File: config.mk
export PLATFORM = sky130hd
export DESIGN_NAME = stream_alu_top
export DESIGN_NICKNAME = d
export VERILOG_FILES = /design/src/verilog/stream_pkg.sv /design/src/verilog/alu_stage.sv /design/src/verilog/latency_pipe.sv /design/src/verilog/result_fifo.sv /design/src/verilog/credit_tx.sv /design/src/verilog/stream_alu_top.sv
export SDC_FILE = /design/constraint.sdc
export NUM_CORES = 1
export LEC_CHECK = 0
export BUFFER_PORTS_ARGS = -buffer_cell sky130_fd_sc_hd__buf_2
export CAP_MARGIN = 20
export CELL_PAD_IN_SITES_DETAIL_PLACEMENT = 0
export CELL_PAD_IN_SITES_GLOBAL_PLACEMENT = 1
export CORE_ASPECT_RATIO = 1.75
export CORE_MARGIN = 1
export CORE_UTILIZATION = 45
export DETAILED_ROUTE_END_ITERATION = 8
export HOLD_SLACK_MARGIN = 0.02
export MAX_ROUTING_LAYER = met4
export PLACE_DENSITY = 0.76
export RECOVER_POWER = 50
export SYNTH_ARGS = -nofsm -noshare
export SYNTH_HDL_FRONTEND = slang
export SYNTH_SLANG_ARGS = --single-unit
File: constraint.sdc
create_clock -name clk -period 3.3 [get_ports clk]
set_clock_uncertainty 0.2 [all_clocks]
set_input_delay 0.495 -clock clk [delete_from_list [all_inputs] [get_ports clk]]
set_output_delay 0.495 -clock clk [all_outputs]
set_load 0.01 [all_outputs]
File: src/verilog/stream_pkg.sv
package stream_pkg;

  // operand and result width
  localparam int data_w = 16;

  typedef enum logic [1:0] {
    op_add   = 2'd0,
    op_sub   = 2'd1,
    op_cmp   = 2'd2, // three-way compare
    op_range = 2'd3  // b <= a <= c
  } alu_op_t;

  // request word, 50 bits
  typedef struct packed {
    alu_op_t           op;
    logic [data_w-1:0] a;
    logic [data_w-1:0] b;
    logic [data_w-1:0] c; // upper bound, range check only
  } alu_req_t;

  // response word, 18 bits
  typedef struct packed {
    logic [data_w-1:0] result;
    logic              zero; // result all zeros
    logic              neg;  // msb of result
  } alu_rsp_t;

endpackage

File: src/verilog/alu_stage.sv
`timescale 1ns/1ns

module alu_stage (
  input  stream_pkg::alu_req_t req,
  output stream_pkg::alu_rsp_t rsp
);
  import stream_pkg::*;

  logic              sub;
  logic [data_w-1:0] addend;
  logic [data_w-1:0] sum;
  logic              eq;
  logic              a_gt;
  logic              b_gt;
  logic              below_hi;
  logic              in_range;
  logic [data_w-1:0] result;

  // one adder for add and sub, two's complement via inverted b plus carry in
  assign sub    = (req.op == op_sub);
  assign addend = sub ? ~req.b : req.b;
  assign sum    = req.a + addend + data_w'(sub);

  // unsigned compare of a against b
  assign eq   = (req.a == req.b);
  assign a_gt = (req.a > req.b);
  assign b_gt = (req.b > req.a);

  // lower bound reuses the compare, a >= b is simply not b_gt
  assign below_hi = (req.a <= req.c);
  assign in_range = ~b_gt & below_hi;

  always_comb begin
    result = '0;
    case (req.op)
      op_add, op_sub: begin
        result = sum;
      end
      op_cmp: begin
        result[2:0] = {eq, a_gt, b_gt};
      end
      op_range: begin
        result[0] = in_range;
      end
    endcase
  end

  always_comb begin
    rsp.result = result;
    rsp.zero   = (result == '0);
    rsp.neg    = result[data_w-1];
  end

endmodule

File: src/verilog/latency_pipe.sv
`timescale 1ns/1ns

module latency_pipe #(
  parameter int depth  = 6,
  parameter int fifo_k = 3
) (
  input  logic                 clk,
  input  logic                 rst,
  input  logic                 in_valid,
  input  stream_pkg::alu_rsp_t in_rsp,
  input  logic [fifo_k:0]      fifo_count,
  output logic                 in_stall,
  output logic                 pipe_valid,
  output stream_pkg::alu_rsp_t pipe_rsp
);
  import stream_pkg::*;

  localparam int cnt_w    = $clog2(depth + 1);
  localparam int wide_w   = (cnt_w > fifo_k + 1) ? cnt_w : fifo_k + 1;
  localparam int sum_w    = wide_w + 1;
  localparam int fifo_cap = 1 << fifo_k;

  logic [depth-1:0]     valid_sr;
  alu_rsp_t [depth-1:0] data_sr;
  logic [cnt_w-1:0]     in_flight;
  logic [sum_w-1:0]     reserved;
  logic                 accept;
  logic                 leave;

  assign accept = in_valid & ~in_stall;
  assign leave  = valid_sr[0]; // written into the fifo this edge

  assign pipe_valid = valid_sr[0];
  assign pipe_rsp   = data_sr[0];

  // every item in flight already owns a fifo slot, stall once they are all spoken for
  assign reserved = sum_w'(in_flight) + sum_w'(fifo_count);
  assign in_stall = (reserved >= sum_w'(fifo_cap));

  // new items enter at the top stage and walk down to stage zero
  always_ff @(posedge clk, posedge rst) begin
    if (rst) begin
      valid_sr <= '0;
    end else begin
      valid_sr <= {accept, valid_sr[depth-1:1]};
    end
  end

  // payload shifts every cycle, valid bits say which slots matter
  always_ff @(posedge clk) begin
    data_sr <= {in_rsp, data_sr[depth-1:1]};
  end

  always_ff @(posedge clk, posedge rst) begin
    if (rst) begin
      in_flight <= '0;
    end else begin
      case ({accept, leave})
        2'b10: begin
          in_flight <= in_flight + cnt_w'(1);
        end
        2'b01: begin
          in_flight <= in_flight - cnt_w'(1);
        end
        default: begin
          in_flight <= in_flight; // both or neither
        end
      endcase
    end
  end

endmodule

File: src/verilog/result_fifo.sv
`timescale 1ns/1ns

module result_fifo #(
  parameter int fifo_k = 3
) (
  input  logic                 clk,
  input  logic                 rst,
  input  logic                 wr,
  input  stream_pkg::alu_rsp_t wr_rsp,
  input  logic                 rd,
  output stream_pkg::alu_rsp_t head_rsp,
  output logic                 empty,
  output logic [fifo_k:0]      count
);
  import stream_pkg::*;

  localparam int entries = 1 << fifo_k;

  alu_rsp_t        mem [entries];
  logic [fifo_k:0] wr_ptr;
  logic [fifo_k:0] rd_ptr;
  logic            full;
  logic            do_wr;
  logic            do_rd;

  // pointers carry one extra wrap bit above the address
  assign empty = (wr_ptr == rd_ptr);
  assign full  = (wr_ptr == {~rd_ptr[fifo_k], rd_ptr[fifo_k-1:0]});

  assign do_wr = wr & ~full;
  assign do_rd = rd & ~empty; // read on empty is dropped

  // first word fall through, head visible straight from the array
  assign head_rsp = mem[rd_ptr[fifo_k-1:0]];

  always_ff @(posedge clk) begin
    if (do_wr) begin
      mem[wr_ptr[fifo_k-1:0]] <= wr_rsp;
    end
  end

  always_ff @(posedge clk, posedge rst) begin
    if (rst) begin
      wr_ptr <= '0;
      rd_ptr <= '0;
    end else begin
      if (do_wr) begin
        wr_ptr <= wr_ptr + 1'b1;
      end
      if (do_rd) begin
        rd_ptr <= rd_ptr + 1'b1;
      end
    end
  end

  always_ff @(posedge clk, posedge rst) begin
    if (rst) begin
      count <= '0;
    end else begin
      case ({do_wr, do_rd})
        2'b10: begin
          count <= count + 1'b1;
        end
        2'b01: begin
          count <= count - 1'b1;
        end
        default: begin
          count <= count;
        end
      endcase
    end
  end

endmodule

File: src/verilog/credit_tx.sv
`timescale 1ns/1ns

module credit_tx #(
  parameter int credits = 4,
  parameter int fifo_k  = 3
) (
  input  logic                 clk,
  input  logic                 rst,
  input  logic                 empty,
  input  stream_pkg::alu_rsp_t head_rsp,
  input  logic                 out_credit,
  output logic                 rd,
  output logic                 out_valid,
  output stream_pkg::alu_rsp_t out_rsp
);

  // counter at least as wide as the fifo occupancy
  localparam int credit_w = $clog2(credits + 1);
  localparam int cnt_w    = (credit_w > fifo_k + 1) ? credit_w : fifo_k + 1;

  logic [cnt_w-1:0] credit_cnt;
  logic             send;

  // a beat goes out only when there is data and the receiver has room
  assign send = ~empty & (credit_cnt != '0);

  assign rd        = send;
  assign out_valid = send;
  assign out_rsp   = head_rsp;

  always_ff @(posedge clk, posedge rst) begin
    if (rst) begin
      credit_cnt <= cnt_w'(credits); // receiver buffer starts empty
    end else begin
      case ({send, out_credit})
        2'b10: begin
          credit_cnt <= credit_cnt - 1'b1;
        end
        2'b01: begin
          credit_cnt <= credit_cnt + 1'b1;
        end
        default: begin
          credit_cnt <= credit_cnt; // send and return cancel
        end
      endcase
    end
  end

endmodule

File: src/verilog/stream_alu_top.sv
`timescale 1ns/1ns

module stream_alu_top #(
  parameter int depth   = 6,
  parameter int fifo_k  = 3,
  parameter int credits = 4
) (
  input  logic                 clk,
  input  logic                 rst,
  input  logic                 in_valid,
  input  stream_pkg::alu_req_t in_req,
  output logic                 in_stall,
  output logic                 out_valid,
  output stream_pkg::alu_rsp_t out_rsp,
  input  logic                 out_credit
);
  import stream_pkg::*;

  alu_rsp_t        alu_rsp;
  alu_rsp_t        pipe_rsp;
  alu_rsp_t        head_rsp;
  logic            pipe_valid;
  logic            fifo_rd;
  logic            fifo_empty;
  logic [fifo_k:0] fifo_count;

  alu_stage alu_stage_i (
    .req (in_req),
    .rsp (alu_rsp)
  );

  // fixed latency stage, stall reserves a fifo slot per accepted request
  latency_pipe #(
    .depth  (depth),
    .fifo_k (fifo_k)
  ) latency_pipe_i (
    .clk        (clk),
    .rst        (rst),
    .in_valid   (in_valid),
    .in_rsp     (alu_rsp),
    .fifo_count (fifo_count),
    .in_stall   (in_stall),
    .pipe_valid (pipe_valid),
    .pipe_rsp   (pipe_rsp)
  );

  result_fifo #(
    .fifo_k (fifo_k)
  ) result_fifo_i (
    .clk      (clk),
    .rst      (rst),
    .wr       (pipe_valid),
    .wr_rsp   (pipe_rsp),
    .rd       (fifo_rd),
    .head_rsp (head_rsp),
    .empty    (fifo_empty),
    .count    (fifo_count)
  );

  credit_tx #(
    .credits (credits),
    .fifo_k  (fifo_k)
  ) credit_tx_i (
    .clk        (clk),
    .rst        (rst),
    .empty      (fifo_empty),
    .head_rsp   (head_rsp),
    .out_credit (out_credit),
    .rd         (fifo_rd),
    .out_valid  (out_valid),
    .out_rsp    (out_rsp)
  );

endmodule

==> impl_metrics.env <==
export IMPL_status="finished with violations"
export IMPL_violations="setup timing"
export IMPL_regArea_sq_um=6750
export IMPL_cp_end_kind="flop"
export IMPL_syn_inst=666
export IMPL_gp_congestion=0.822
export IMPL_vias=5717
export IMPL_slew_viol_final=0
export IMPL_avgSynthCellArea_sq_um=15.4
export IMPL_cp_data_required_time_ps=3500
export IMPL_start_util=0.462
export IMPL_power_leakage_nw=5.00
export IMPL_dp_cells=1097
export IMPL_powerDensity_nw_per_um2=811
export IMPL_io_buffers=73
export IMPL_maxSlewHeadroom=0.278
export IMPL_async_flop_share=0.0951
export IMPL_grt_max_degree=38
export IMPL_track_usage=0.174
export IMPL_syn_cell_area_sq_um=10300
export IMPL_instances_no_fill=1135
export IMPL_drt_iter0_drc=174
export IMPL_firstDrtPassIters=6
export IMPL_htreeDepth=1
export IMPL_ios=74
export IMPL_synth_edf_count=136
export IMPL_detail_route_antenna_nets=0
export IMPL_dieArea_sq_um=23500
export IMPL_synth_ff_type="edfxtp_1"
export IMPL_power_switching_mw=2.90
export IMPL_path_max_fanout=7
export IMPL_ys_seq_elements=263
export IMPL_sw_frac_of_total=0.291
export IMPL_hold_buffers=0
export IMPL_regToRegSetupSlack_ps=470
export IMPL_final_area_sq_um=12300
export IMPL_startpoint_type="input port"
export IMPL_synth_warnings=0
export IMPL_rsz0062_at_grt="true"
export IMPL_critPathKind="input port to flop"
export IMPL_nNetsFinal=942
export IMPL_final_common_cell="edfxtp_1"
export IMPL_antenna_found_initial=0
export IMPL_clkLatencyLatePin_ps=490
export IMPL_dp_final_hpwl_microns=13200
export IMPL_placed_area_sq_um=11600
export IMPL_ys_seq_area_frac=0.657
export IMPL_cts_tree="yes"
export IMPL_chipWidth_microns=116
export IMPL_vias_per_cell=5.04
export IMPL_crit_chain="buf_4 -> nor2b_4 -> xnor2_4 -> fa_2 -> a21o_1 -> a221o_1 -> xnor2_2 -> a31oi_1 -> or3_1 -> or4_4 -> or4b_4 -> nor4_2"
export IMPL_grt_ovfl_total=0
export IMPL_worst_pin_slew_ps=1080
export IMPL_grt_pass1_vias=6137
export IMPL_diodes=0
export IMPL_clock_power_share=0.246
export IMPL_worstPathArrival_ps=3700
export IMPL_pwr_share_seq=0.443
export IMPL_numClockSinks=263
export IMPL_drv_cap=0
export IMPL_rows=72
export IMPL_final_cell_mix="edfxtp_1, dfxtp_1, buf_4"
export IMPL_period_share=1.06
export IMPL_multi_input_area_sq_um=3340
export IMPL_power_internal_mw=7.09
export IMPL_die_y_microns=202
export IMPL_syn_num_nets=783
export IMPL_clockRootBuffer="clkbuf_16"
export IMPL_remaining_drc_errors=0
export IMPL_area_growth_pct=19.9
export IMPL_n_fill_cell=1806
export IMPL_wl_per_cell_microns=16.5
export IMPL_cts_made_buffers=21
export IMPL_clk_pin_slew_ps=70
export IMPL_timing_final_ws_setup_ps=-200
export IMPL_core_area_sq_um=22300
export IMPL_hold_viol_final=0
export IMPL_finalPower_mw=9.99
export IMPL_grt_pass1_wl_microns=30400
export IMPL_min_path_type="input port to async pin"
export IMPL_worst_path_max_delay_cell="or4_4"
export IMPL_slowest_delay_ps=500
export IMPL_clock_fmax_mhz=286
export IMPL_clock_path_buffers=3
export IMPL_yosysUniqueCellTypes=58
export IMPL_setup_viol=1
export IMPL_period_needed_ps=3500
export IMPL_fin_util=0.553
export IMPL_ir_drop_mv=0.428
export IMPL_combinationalPowerShare=0.311
export IMPL_final_layout_size_suffix_gt1_frac=0.306
export IMPL_wl_microns=18800
[final cells by class]
type	instances	area share
clock inverter	5	0.00386
multi-input combinational	338	0.271
tap	296	0.0301
clock buffer	32	0.0519
sequential	263	0.549
inverter	47	0.0143
timing repair buffer	154	0.0799
[layer usage]
layer  GRT usage  vias to the layer above  part of all wire
met2       0.334                      123              0.57
met4      0.0604                        0             0.030
met5           -                        -                 0
met3      0.0186                       34             0.031
met1       0.178                     2798              0.37
li1            -                     2762                 -
[state kept, by name, summed over array words and instances (netlist names)]
register	count
credit_tx_i.credit_cnt	4
latency_pipe_i.data_sr	85
latency_pipe_i.in_flight	3
latency_pipe_i.pipe_rsp	17
latency_pipe_i.valid_sr	6
result_fifo_i.count	4
result_fifo_i.mem	136
result_fifo_i.rd_ptr	4
result_fifo_i.wr_ptr	4
[synthesized netlist by cell type, types with 2 or more instances]
| cell | n | share of area |
|---|---|---|
| o21ai_0 | 5 | 0.0024 |
| fa_1 | 5 | 0.0097 |
| nand4_1 | 9 | 0.0055 |
| edfxtp_1 | 136 | 0.40 |
| mux2i_1 | 3 | 0.0029 |
| nand2_1 | 22 | 0.0080 |
| buf_1 | 4 | 0.0015 |
| mux4_2 | 34 | 0.075 |
| and2_1 | 2 | 0.0012 |
| xor2_1 | 16 | 0.014 |
| clkbuf_1 | 11 | 0.0040 |
| o31ai_1 | 4 | 0.0029 |
| mux2_2 | 21 | 0.023 |
| a31oi_1 | 6 | 0.0037 |
| o211ai_1 | 3 | 0.0022 |
| nor2_1 | 27 | 0.0099 |
| xnor2_1 | 32 | 0.027 |
| nor3_1 | 4 | 0.0019 |
| a221o_1 | 3 | 0.0029 |
| nor4_1 | 4 | 0.0024 |
| nor2b_1 | 6 | 0.0037 |
| o21a_1 | 3 | 0.0022 |
| dfxtp_1 | 102 | 0.20 |
| nand3_1 | 5 | 0.0024 |
| a21oi_1 | 26 | 0.013 |
| nand2b_1 | 3 | 0.0018 |
| inv_1 | 47 | 0.017 |
| a21o_1 | 9 | 0.0066 |
| and3_1 | 4 | 0.0024 |
| or3_1 | 2 | 0.0012 |
| ha_1 | 58 | 0.071 |
| dfrtp_1 | 24 | 0.058 |
[power by group through the flow]
stage / Clock, mW / Sequential, mW / Combinational (mW)
after floorplan: 0 / 4.36 / 2.21
after global placement: 0 / 4.45 / 2.99
after detailed placement: 0 / 4.50 / 3.14
after CTS: 2.53 / 4.43 / 3.18
after global routing: 2.65 / 4.49 / 3.44
final: 2.46 / 4.42 / 3.11
[per-stage QoR]
step	worst slack (ps)	hold WS, ps	TNS [ps]
3_3_place_gp	-872	110	-2810
3_5_place_dp	-946	112	-3460
5_1_grt	-336	65.5	-445
2_1_floorplan	-724	110	-825
6_report	-200	1.75	-200
4_1_cts	-212	22.3	-212
[cells by family after synthesis]
| family | share of synthesized area |
|---|---|
| simple gates | 0.0499 |
| fa+ha+maj | 0.0804 |
| flops | 0.657 |
| buf+inv | 0.0244 |
| xor+xnor | 0.0425 |
| mux | 0.100 |
| compound gates | 0.0448 |
[path summary, 6_finish.rpt]
check                                            from                          end  depth (start not counted)
min                                               rst   latency_pipe_i.valid_sr[5]                          2
max in group asynchronous                         rst      result_fifo_i.rd_ptr[0]                          2
min in group clk                             in_valid   latency_pipe_i.valid_sr[5]                          3
max                                        in_req[49]   latency_pipe_i.data_sr[91]                         12
max reg2reg                   result_fifo_i.wr_ptr[0]      result_fifo_i.mem[7][6]                          7
min reg2reg                latency_pipe_i.data_sr[32]  latency_pipe_i.pipe_rsp[14]                          0
[critical path, delay by kind of cell]
family | cells | cell delay [ps]
simple gates | 5 | 1770
fa+ha+maj | 1 | 400
xor+xnor | 2 | 270
compound gates | 3 | 620
buf+inv | 1 | 130
[timing repair]
| action | CTS | global route |
|---|---|---|
| buffers inserted | 1 | 0 |
| gates resized for setup | 6 | 2 |
| pin swaps | 3 | 2 |
| setup endpoints to repair | 2 | 12 |
| cloned | 0 | 0 |
Power figures use the tool's default switching activity.
